## src/source/exec_pkg.sv

```systemverilog
package exec_pkg;

  // data and register widths of RV32
  typedef logic [31:0] word_t;
  typedef logic [4:0]  reg_addr_t;

  // operation issued to the executor
  typedef logic [4:0]  op_t;

  // memory access forwarded to the memory stage
  typedef logic [3:0]  mem_kind_t;

  localparam op_t op_add    = 5'd0;
  localparam op_t op_sub    = 5'd1;
  localparam op_t op_sll    = 5'd2;
  localparam op_t op_slt    = 5'd3;
  localparam op_t op_sltu   = 5'd4;
  localparam op_t op_xor    = 5'd5;
  localparam op_t op_srl    = 5'd6;
  localparam op_t op_sra    = 5'd7;
  localparam op_t op_or     = 5'd8;
  localparam op_t op_and    = 5'd9;
  localparam op_t op_mul    = 5'd10;
  localparam op_t op_mulh   = 5'd11;
  localparam op_t op_mulhsu = 5'd12;
  localparam op_t op_mulhu  = 5'd13;
  localparam op_t op_div    = 5'd14;
  localparam op_t op_divu   = 5'd15;
  localparam op_t op_rem    = 5'd16;
  localparam op_t op_remu   = 5'd17;
  localparam op_t op_lui    = 5'd18;
  localparam op_t op_load   = 5'd19;
  localparam op_t op_store  = 5'd20;

  // nine kinds, so four bits
  localparam mem_kind_t mem_none = 4'd0;
  localparam mem_kind_t mem_lb   = 4'd1;
  localparam mem_kind_t mem_lbu  = 4'd2;
  localparam mem_kind_t mem_lh   = 4'd3;
  localparam mem_kind_t mem_lhu  = 4'd4;
  localparam mem_kind_t mem_lw   = 4'd5;
  localparam mem_kind_t mem_sb   = 4'd6;
  localparam mem_kind_t mem_sh   = 4'd7;
  localparam mem_kind_t mem_sw   = 4'd8;

endpackage
```

## src/source/execute_core.sv

```systemverilog
`timescale 1ns/10ps
module execute_core
  import exec_pkg::*;
(
  input  var logic      clk,
  input  var logic      reset,
  input  var logic      instr_valid,
  output var logic      instr_ready,
  input  var word_t     instr,
  output var logic      res_valid,
  input  var logic      res_ready,
  output var reg_addr_t res_rd,
  output var word_t     res_data,
  output var word_t     res_mem_addr,
  output var word_t     res_mem_data,
  output var mem_kind_t res_mem_kind,
  input  var logic      wb_valid,
  input  var reg_addr_t wb_rd,
  input  var word_t     wb_data
);
  reg_addr_t rs1_addr;
  reg_addr_t rs2_addr;
  word_t     rs1_val;
  word_t     rs2_val;
  logic      rs1_pending;
  logic      rs2_pending;
  logic      issue_set;
  reg_addr_t issue_rd;

  // issue stream
  logic      dec_valid;
  logic      dec_ready;
  op_t       dec_op;
  reg_addr_t dec_rd;
  word_t     dec_rs1_val;
  word_t     dec_rs2_val;
  word_t     dec_mem_addr;
  mem_kind_t dec_mem_kind;

  register_file regs (
    .clk, .reset,
    .rs1_addr, .rs2_addr, .rs1_val, .rs2_val, .rs1_pending, .rs2_pending,
    .issue_set, .issue_rd,
    .wb_valid, .wb_rd, .wb_data
  );

  instr_decoder decoder (
    .clk, .reset,
    .instr_valid, .instr, .instr_ready,
    .rs1_addr, .rs2_addr, .rs1_val, .rs2_val, .rs1_pending, .rs2_pending,
    .issue_set, .issue_rd,
    .dec_valid, .dec_op, .dec_rd, .dec_rs1_val, .dec_rs2_val, .dec_mem_addr, .dec_mem_kind,
    .dec_ready
  );

  executor exec (
    .clk, .reset,
    .dec_valid, .dec_op, .dec_rd, .dec_rs1_val, .dec_rs2_val, .dec_mem_addr, .dec_mem_kind,
    .dec_ready,
    .res_valid, .res_rd, .res_data, .res_mem_addr, .res_mem_data, .res_mem_kind,
    .res_ready
  );

endmodule

```

## src/source/executor.sv

```systemverilog
`timescale 1ns/10ps
module executor
  import exec_pkg::*;
(
  input  var logic      clk,
  input  var logic      reset,
  input  var logic      dec_valid,
  input  var op_t       dec_op,
  input  var reg_addr_t dec_rd,
  input  var word_t     dec_rs1_val,
  input  var word_t     dec_rs2_val,
  input  var word_t     dec_mem_addr,
  input  var mem_kind_t dec_mem_kind,
  output var logic      dec_ready,
  output var logic      res_valid,
  output var reg_addr_t res_rd,
  output var word_t     res_data,
  output var word_t     res_mem_addr,
  output var word_t     res_mem_data,
  output var mem_kind_t res_mem_kind,
  input  var logic      res_ready
);
  typedef enum logic [1:0] {
    st_idle,
    st_multiply,
    st_divide,
    st_hold
  } state_t;

  localparam logic [6:0] mul_lo_steps = 7'd32;
  localparam logic [6:0] mul_hi_steps = 7'd64;
  localparam logic [6:0] div_steps    = 7'd33;

  state_t      state;
  logic        started;
  logic        issue;
  word_t       alu_result;
  logic [4:0]  shamt;
  logic        mul_x_sext;
  logic        mul_y_sext;
  logic        div_signed;
  logic        rs1_neg;
  logic        rs2_neg;
  word_t       rs1_mag;
  word_t       rs2_mag;
  op_t         op_q;
  logic        rs1_neg_q;
  logic        rs2_neg_q;
  logic        rs2_zero_q;
  logic [6:0]  count;
  logic [63:0] md_x;
  logic [63:0] md_y;
  logic [63:0] md_acc;

  assign dec_ready = started && state == st_idle && (!res_valid || res_ready);
  assign issue     = dec_valid && dec_ready;

  assign shamt = dec_rs2_val[4:0];

  // loads, stores and lui fall to the default, leaving zero
  always_comb begin
    case (dec_op)
      op_add:  alu_result = dec_rs1_val + dec_rs2_val;
      op_sub:  alu_result = dec_rs1_val - dec_rs2_val;
      op_sll:  alu_result = dec_rs1_val << shamt;
      op_slt:  alu_result = {31'b0, $signed(dec_rs1_val) < $signed(dec_rs2_val)};
      op_sltu: alu_result = {31'b0, dec_rs1_val < dec_rs2_val};
      op_xor:  alu_result = dec_rs1_val ^ dec_rs2_val;
      op_srl:  alu_result = dec_rs1_val >> shamt;
      op_sra:  alu_result = $signed(dec_rs1_val) >>> shamt;
      op_or:   alu_result = dec_rs1_val | dec_rs2_val;
      op_and:  alu_result = dec_rs1_val & dec_rs2_val;
      default: alu_result = '0;
    endcase
  end

  // operand extension for the 64 bit multiply
  assign mul_x_sext = (dec_op == op_mulh || dec_op == op_mulhsu) && dec_rs1_val[31];
  assign mul_y_sext = dec_op == op_mulh && dec_rs2_val[31];

  // divide works on magnitudes
  assign div_signed = dec_op == op_div || dec_op == op_rem;
  assign rs1_neg    = div_signed && dec_rs1_val[31];
  assign rs2_neg    = div_signed && dec_rs2_val[31];
  assign rs1_mag    = rs1_neg ? -dec_rs1_val : dec_rs1_val;
  assign rs2_mag    = rs2_neg ? -dec_rs2_val : dec_rs2_val;

  always_ff @(posedge clk) begin
    if (reset) begin
      state <= st_idle;
      started <= 1'b0;
      res_valid <= 1'b0;
    end else begin
      started <= 1'b1;
      case (state)
        st_idle: begin
          if (res_valid && res_ready) begin
            res_valid <= 1'b0;
          end
          if (issue) begin
            op_q <= dec_op;
            res_rd <= dec_rd;
            res_data <= alu_result;
            res_mem_addr <= dec_mem_addr;
            res_mem_data <= (dec_op == op_store) ? dec_rs2_val : '0;
            res_mem_kind <= dec_mem_kind;
            case (dec_op)
              op_mul, op_mulh, op_mulhsu, op_mulhu: begin
                state <= st_multiply;
                count <= (dec_op == op_mul) ? mul_lo_steps : mul_hi_steps;
                md_acc <= '0;
                md_x <= {{32{mul_x_sext}}, dec_rs1_val};
                md_y <= {{32{mul_y_sext}}, dec_rs2_val};
              end
              op_div, op_divu, op_rem, op_remu: begin
                state <= st_divide;
                count <= div_steps;
                md_acc <= '0;
                md_x <= {32'b0, rs1_mag};
                md_y <= {rs2_mag, 32'b0};
                rs1_neg_q <= rs1_neg;
                rs2_neg_q <= rs2_neg;
                rs2_zero_q <= dec_rs2_val == '0;
              end
              default: res_valid <= 1'b1;
            endcase
          end else if (res_valid && !res_ready) begin
            state <= st_hold;
          end
        end

        st_multiply: begin
          if (count != '0) begin
            if (md_y[0]) begin
              md_acc <= md_acc + md_x;
            end
            md_x <= md_x << 1;
            md_y <= md_y >> 1;
            count <= count - 7'd1;
          end else begin
            res_data <= (op_q == op_mul) ? md_acc[31:0] : md_acc[63:32];
            res_valid <= 1'b1;
            state <= st_idle;
          end
        end

        st_divide: begin
          if (count != '0) begin
            // restoring step, one quotient bit
            if (md_x >= md_y) begin
              md_x <= md_x - md_y;
              md_acc <= {md_acc[62:0], 1'b1};
            end else begin
              md_acc <= {md_acc[62:0], 1'b0};
            end
            md_y <= md_y >> 1;
            count <= count - 7'd1;
          end else begin
            // divide by zero keeps the all-ones quotient
            if (op_q == op_div || op_q == op_divu) begin
              res_data <= ((rs1_neg_q ^ rs2_neg_q) && !rs2_zero_q) ? -md_acc[31:0]
                                                                   : md_acc[31:0];
            end else begin
              res_data <= rs1_neg_q ? -md_x[31:0] : md_x[31:0];
            end
            res_valid <= 1'b1;
            state <= st_idle;
          end
        end

        st_hold: begin
          if (res_ready) begin
            res_valid <= 1'b0;
            state <= st_idle;
          end
        end

        default: state <= st_idle;
      endcase
    end
  end

endmodule

```

## src/source/instr_decoder.sv

```systemverilog
`timescale 1ns/10ps
module instr_decoder
  import exec_pkg::*;
(
  input  var logic      clk,
  input  var logic      reset,
  input  var logic      instr_valid,
  input  var word_t     instr,
  output var logic      instr_ready,
  output var reg_addr_t rs1_addr,
  output var reg_addr_t rs2_addr,
  input  var word_t     rs1_val,
  input  var word_t     rs2_val,
  input  var logic      rs1_pending,
  input  var logic      rs2_pending,
  output var logic      issue_set,
  output var reg_addr_t issue_rd,
  output var logic      dec_valid,
  output var op_t       dec_op,
  output var reg_addr_t dec_rd,
  output var word_t     dec_rs1_val,
  output var word_t     dec_rs2_val,
  output var word_t     dec_mem_addr,
  output var mem_kind_t dec_mem_kind,
  input  var logic      dec_ready
);
  localparam logic [6:0] opc_op    = 7'b0110011;
  localparam logic [6:0] opc_lui   = 7'b0110111;
  localparam logic [6:0] opc_load  = 7'b0000011;
  localparam logic [6:0] opc_store = 7'b0100011;

  logic       started;
  logic       slot_valid;
  word_t      slot_instr;
  logic       supported;
  logic       use_rs1;
  logic       use_rs2;
  logic       stalled;
  logic       issue;
  logic       slot_free;
  logic [6:0] opcode;
  logic [2:0] funct3;
  logic [6:0] funct7;
  word_t      imm_i;
  word_t      imm_s;

  assign opcode   = slot_instr[6:0];
  assign funct3   = slot_instr[14:12];
  assign funct7   = slot_instr[31:25];
  assign rs1_addr = slot_instr[19:15];
  assign rs2_addr = slot_instr[24:20];
  assign imm_i    = {{20{slot_instr[31]}}, slot_instr[31:20]};
  assign imm_s    = {{20{slot_instr[31]}}, slot_instr[31:25], slot_instr[11:7]};

  always_comb begin
    supported    = 1'b0;
    use_rs1      = 1'b0;
    use_rs2      = 1'b0;
    dec_op       = op_add;
    dec_rd       = slot_instr[11:7];
    dec_mem_addr = '0;
    dec_mem_kind = mem_none;
    case (opcode)
      opc_op: begin
        use_rs1 = 1'b1;
        use_rs2 = 1'b1;
        if (funct7 == 7'b0000001) begin
          supported = 1'b1;
          case (funct3)
            3'b000:  dec_op = op_mul;
            3'b001:  dec_op = op_mulh;
            3'b010:  dec_op = op_mulhsu;
            3'b011:  dec_op = op_mulhu;
            3'b100:  dec_op = op_div;
            3'b101:  dec_op = op_divu;
            3'b110:  dec_op = op_rem;
            default: dec_op = op_remu;
          endcase
        end else if (funct7 == 7'b0000000) begin
          supported = 1'b1;
          case (funct3)
            3'b000:  dec_op = op_add;
            3'b001:  dec_op = op_sll;
            3'b010:  dec_op = op_slt;
            3'b011:  dec_op = op_sltu;
            3'b100:  dec_op = op_xor;
            3'b101:  dec_op = op_srl;
            3'b110:  dec_op = op_or;
            default: dec_op = op_and;
          endcase
        end else if (funct7 == 7'b0100000 && (funct3 == 3'b000 || funct3 == 3'b101)) begin
          supported = 1'b1;
          dec_op = funct3[2] ? op_sra : op_sub;
        end
      end
      opc_lui: begin
        supported    = 1'b1;
        dec_op       = op_lui;
        dec_mem_addr = {slot_instr[31:12], 12'b0};
      end
      opc_load: begin
        use_rs1      = 1'b1;
        dec_op       = op_load;
        dec_mem_addr = rs1_val + imm_i;
        supported    = 1'b1;
        case (funct3)
          3'b000:  dec_mem_kind = mem_lb;
          3'b001:  dec_mem_kind = mem_lh;
          3'b010:  dec_mem_kind = mem_lw;
          3'b100:  dec_mem_kind = mem_lbu;
          3'b101:  dec_mem_kind = mem_lhu;
          default: supported = 1'b0;
        endcase
      end
      opc_store: begin
        use_rs1      = 1'b1;
        use_rs2      = 1'b1;
        dec_op       = op_store;
        dec_rd       = '0;
        dec_mem_addr = rs1_val + imm_s;
        supported    = 1'b1;
        case (funct3)
          3'b000:  dec_mem_kind = mem_sb;
          3'b001:  dec_mem_kind = mem_sh;
          3'b010:  dec_mem_kind = mem_sw;
          default: supported = 1'b0;
        endcase
      end
      default: supported = 1'b0;
    endcase
  end

  // only the sources this format reads
  assign stalled     = (use_rs1 && rs1_pending) || (use_rs2 && rs2_pending);
  assign dec_valid   = slot_valid && supported && !stalled;
  assign issue       = dec_valid && dec_ready;
  // unsupported words leave the slot without issue
  assign slot_free   = !slot_valid || issue || !supported;
  assign instr_ready = started && slot_free;
  assign dec_rs1_val = rs1_val;
  assign dec_rs2_val = rs2_val;
  assign issue_set   = issue && dec_rd != '0;
  assign issue_rd    = dec_rd;

  always_ff @(posedge clk) begin
    if (reset) begin
      started <= 1'b0;
      slot_valid <= 1'b0;
    end else begin
      started <= 1'b1;
      if (instr_valid && instr_ready) begin
        slot_valid <= 1'b1;
      end else if (slot_free) begin
        slot_valid <= 1'b0;
      end
    end
  end

  always_ff @(posedge clk) begin
    if (instr_valid && instr_ready) begin
      slot_instr <= instr;
    end
  end

endmodule

```

## src/source/register_file.sv

```systemverilog
`timescale 1ns/10ps
module register_file
  import exec_pkg::*;
(
  input  var logic      clk,
  input  var logic      reset,
  input  var reg_addr_t rs1_addr,
  input  var reg_addr_t rs2_addr,
  output var word_t     rs1_val,
  output var word_t     rs2_val,
  output var logic      rs1_pending,
  output var logic      rs2_pending,
  input  var logic      issue_set,
  input  var reg_addr_t issue_rd,
  input  var logic      wb_valid,
  input  var reg_addr_t wb_rd,
  input  var word_t     wb_data
);
  word_t      regs [32];
  // writes in flight per register, nonzero means pending
  logic [1:0] pending_count [32];

  always_ff @(posedge clk) begin
    if (reset) begin
      for (int i = 0; i < 32; i++) begin
        regs[i] <= '0;
        pending_count[i] <= '0;
      end
    end else begin
      if (wb_valid && wb_rd != '0) begin
        regs[wb_rd] <= wb_data;
      end
      // x0 never goes pending
      for (int i = 1; i < 32; i++) begin
        if (issue_set && issue_rd == reg_addr_t'(i)) begin
          if (!(wb_valid && wb_rd == reg_addr_t'(i))) begin
            pending_count[i] <= pending_count[i] + 2'd1;
          end
        end else if (wb_valid && wb_rd == reg_addr_t'(i) && pending_count[i] != '0) begin
          pending_count[i] <= pending_count[i] - 2'd1;
        end
      end
    end
  end

  assign rs1_val = (rs1_addr == '0) ? '0 : regs[rs1_addr];
  assign rs2_val = (rs2_addr == '0) ? '0 : regs[rs2_addr];
  assign rs1_pending = pending_count[rs1_addr] != '0;
  assign rs2_pending = pending_count[rs2_addr] != '0;

endmodule

```

## config.mk

```make
export PLATFORM = sky130hd
export DESIGN_NAME = execute_core
export DESIGN_NICKNAME = d
export VERILOG_FILES = /design/src/source/exec_pkg.sv /design/src/source/execute_core.sv /design/src/source/executor.sv /design/src/source/instr_decoder.sv /design/src/source/register_file.sv
export SDC_FILE = /design/constraint.sdc
export NUM_CORES = 2
export LEC_CHECK = 0
export BUFFER_PORTS_ARGS = -buffer_cell sky130_fd_sc_hd__buf_2
export CORE_MARGIN = 4
export CORE_UTILIZATION = 35
export DETAILED_ROUTE_END_ITERATION = 6
export SLEW_MARGIN = 20
export SYNTH_ARGS = -nofsm -noshare
export SYNTH_HDL_FRONTEND = slang
export SYNTH_SLANG_ARGS = --single-unit
```

## constraint.sdc

```tcl
create_clock -name clk -period 12.9 [get_ports clk]
set_input_delay 1.29 -clock clk [delete_from_list [all_inputs] [get_ports clk]]
set_output_delay 1.29 -clock clk [all_outputs]
set_load 0.05 [all_outputs]
```

==> impl_metrics.yaml <==
status:
  status: "finished clean"
setup_path:
  path_buf_inv: 3
  path_delay_family: "compound AO/OA/AOI/OAI gates"
  reg2reg_depth: 19
  reg2reg_setup_slack_ps: 4820
  cp.required_ps: 13400
  worstPathArrival_ps: 8580
  cp-start-kind: "register"
  cpMaxStageDelayCell: "a221oi_1"
  path_cells: "buf_4 -> buf_12 -> mux4_2 -> mux2i_1 -> o211ai_1 -> o21ai_0 -> nor2_1 -> inv_1 -> ha_1 -> a41oi_4 -> o21ba_2 -> o211a_1 -> o31a_1 -> o311ai_0 -> a21oi_1 -> o31a_1 -> xnor2_1 -> a221oi_1 -> a31oi_1"
  crit_fanout: 122
  reg2reg_to: "exec.res_data[19]$_DFFE_PP_"
  path_class: "register to register"
  endpoint_kind: "register"
  critPathMaxStageDelay_ps: 910
  crit_top_cell: "o31a_1"
detailed_routing:
  wl_per_cell_um: 31.99
  route.antenna.remaining_nets: 0
  vias: 73111
  drt_iter0_drc: 9443
  wl_met3_um: 37380
  detail_route.first_pass.iterations: 6
  top_layer: "met5"
  drc: 0
  wl_met1_um: 144800
  dr_wl_met2_um: 178600
  viasPerCell: 6.122
  finalWirelength_um: 382100
yosys:
  yosysTopAreaCell: "edfxtp_1"
  synth_common_cells: "edfxtp_1, and2_1, nand2_1"
  ys_warn_count: 0
  seq_area_frac_synth_pct: 45.81
  ys_async_sr_fraction_pct: 0
  syn_inst: 8306
  yosysMostFrequentCell: "edfxtp_1"
  synthFlopType: "edfxtp_1"
  synth_area_leaders: "edfxtp_1, mux4_2, and2_1"
  synth-seq-cells: 1445
  synth_edf_count: 1430
  synth_area_mm2: 0.09440
  ys_types: 99
  yosys.area.top_type_share_pct: 45.49
  postSynthAreaPerCell_um2: 11.37
sta:
  relSlewSlack_pct: 21.08
  finClkSkew_ps: 80.01
  tightest_slew_ps: 1173
  min_period_ps: 8083
  finalSetupTns_ps: 0
  timing.fmax_mhz: 123.7
  hold_violations: 0
  finalSetupViolCount: 0
  slew_viol_final: 0
  min_period_over_period_pct: 62.66
  rsz0062_at_grt: "false"
min_path:
  whs_path_depth: 2
  min_from: "decoder.slot_instr[21]$_DFFE_PP_"
  hp-class: "register to register"
pwr:
  power_density_mw_per_mm2: 149.2
  ir_drop_mv: 0.1254
  leakage_nw: 37.71
  power_w: 0.01563
clocking:
  cts_resized: 0
  cts_buffers: 164
  cts_tree: "yes"
  htreeDepth: 4
  clk_pin_slew_worst_paths_ps: 60
  cts-root-buf: "clkbuf_16"
  postCtsSetupBuffers: 0
  clk-insertion-delay-late_ps: 870
  clk_path_buf_depth: 3
  clock_sinks: 1445
  hold_buffers: 0
global_route:
  track_usage_pct: 26.67
  globalRouteOverflowTotal: 0
  grt_pass1_vias: 70881
  antenna_found_initial: 47
  grt_max_degree: 123
  grt_pass1_wl_um: 536000
placement:
  place_congestion: 1.011
  place_hpwl_um: 255000
  numPortBuffers: 180
cells_and_area:
  utilization_pct: 39.06
  fin_nets: 8577
  area_delta_synth_final_pct: 10.96
  post_route_cells_drive_above_1_share_pct: 17.28
floorplan:
  initial_utilization_pct: 35.20
  coreArea_mm2: 0.2682
  dieArea_mm2: 0.2781
  row_count: 190
  fp.dieW_um: 527.3
  die_height_um: 527.3
  io_pins: 181
flow_run:
  drv_cap: 0
cell type report:
cell class | instances | area, µm²
Clock inverter | 123 | 1204
Clock buffer | 184 | 4179
Sequential cell | 1445 | 43280
Fill cell | 25594 | 163400
Inverter | 231 | 869.6
Timing Repair Buffer | 369 | 2385
Tap cell | 3552 | 4444
Antenna cell | 21 | 52.55
Multi-Input combinational cell | 6018 | 48340
cells in the final DEF (no fill, tap or decap), types with 150 or more instances in the layout:
master | Yosys | layout
edfxtp_1 | 1430 | 1430
and2_1 | 1033 | 1029
nand2_1 | 658 | 645
mux4_2 | 587 | 587
nor2_1 | 535 | 499
a21oi_1 | 469 | 464
o21ai_0 | 415 | 394
ha_1 | 269 | 268
inv_1 | 219 | 215
xnor2_1 | 199 | 199
buf_4 | 37 | 185
buf_2 | 81 | 179
mux2i_1 | 166 | 166
clkbuf_16 | 0 | 164
a21o_1 | 150 | 150
logic make-up after synthesis:
logic type	count (synthesis)	share of synthesized area (%)
xor gates and xnor gates	295	2.737
AOI/OAI and AO/OA	1731	11.75
and+or+nand+nor	2869	15.67
other	1	0.003972
DFF	1445	45.81
buffers and inverters	874	3.803
adders and majority gates	275	3.682
muxes	816	16.55
worst register-to-register path, stage by stage (launching register included):
cell      delay [ps]
dfxtp_4          670
buf_4            640
buf_12           670
mux4_2           480
mux2i_1          130
o211ai_1         440
o21ai_0          290
nor2_1           640
inv_1            380
ha_1             350
a41oi_4          250
o21ba_2          270
o211a_1          250
o31a_1           260
o311ai_0         230
a21oi_1          250
o31a_1           160
xnor2_1          190
a221oi_1         910
a31oi_1          230
metrics by stage:
step                      hold slack, ps  setup slack [ps]  cell area (µm²)  instances
after global routing               574.6              4443           104700      11926
after CTS                          531.1              4924           104700      11921
after global placement             521.2              4585            99270      11613
after floorplan                    456.1              5594            94520       8337
final                              527.5              4818           104800      11943
after detailed placement           531.6              4950            99290      11614
registers in the layout (all words and copies together) (netlist names), named ones only:
register,count
regs.pending_count,62
exec.res_mem_data,32
exec.op_q,5
exec.count,7
exec.res_mem_addr,32
decoder.slot_instr,32
exec.md_x,64
regs.regs,1024
exec.res_data,32
exec.md_y,64
exec.md_acc,64
decoder.slot_valid,1
exec.res_mem_kind,4
exec.res_rd,5
exec.rs1_neg_q,1
exec.rs2_zero_q,1
exec.rs2_neg_q,1
exec.started,1
exec.res_valid,1
exec.state,2
how the worst max path moves through the flow:
stage | startpoint | to | cells past startpoint
after floorplan | register | exec.count[0]$_DFFE_PP_ | 18
after global placement | register | exec.res_data[19]$_DFFE_PP_ | 19
after detailed placement | register | exec.res_data[0]$_DFFE_PP_ | 16
after CTS | register | exec.res_data[0]$_DFFE_PP_ | 16
after global routing | register | exec.res_data[0]$_DFFE_PP_ | 19
final | register | exec.res_data[19]$_DFFE_PP_ | 19
metal layers:
metal | GRT usage, % | vias up
met1 | 34.19 | 36790
met4 | 13.10 | 18
li1 | - | 31015
met3 | 5.417 | 872
met5 | 0 | -
met2 | 43.08 | 4416
report_power, final:
group,internal (W),switching [W]
sequential,0.00559,0.000281
clock,0.00263,0.00213
combinational,0.00169,0.00331
Power figures use the tool's default switching activity.
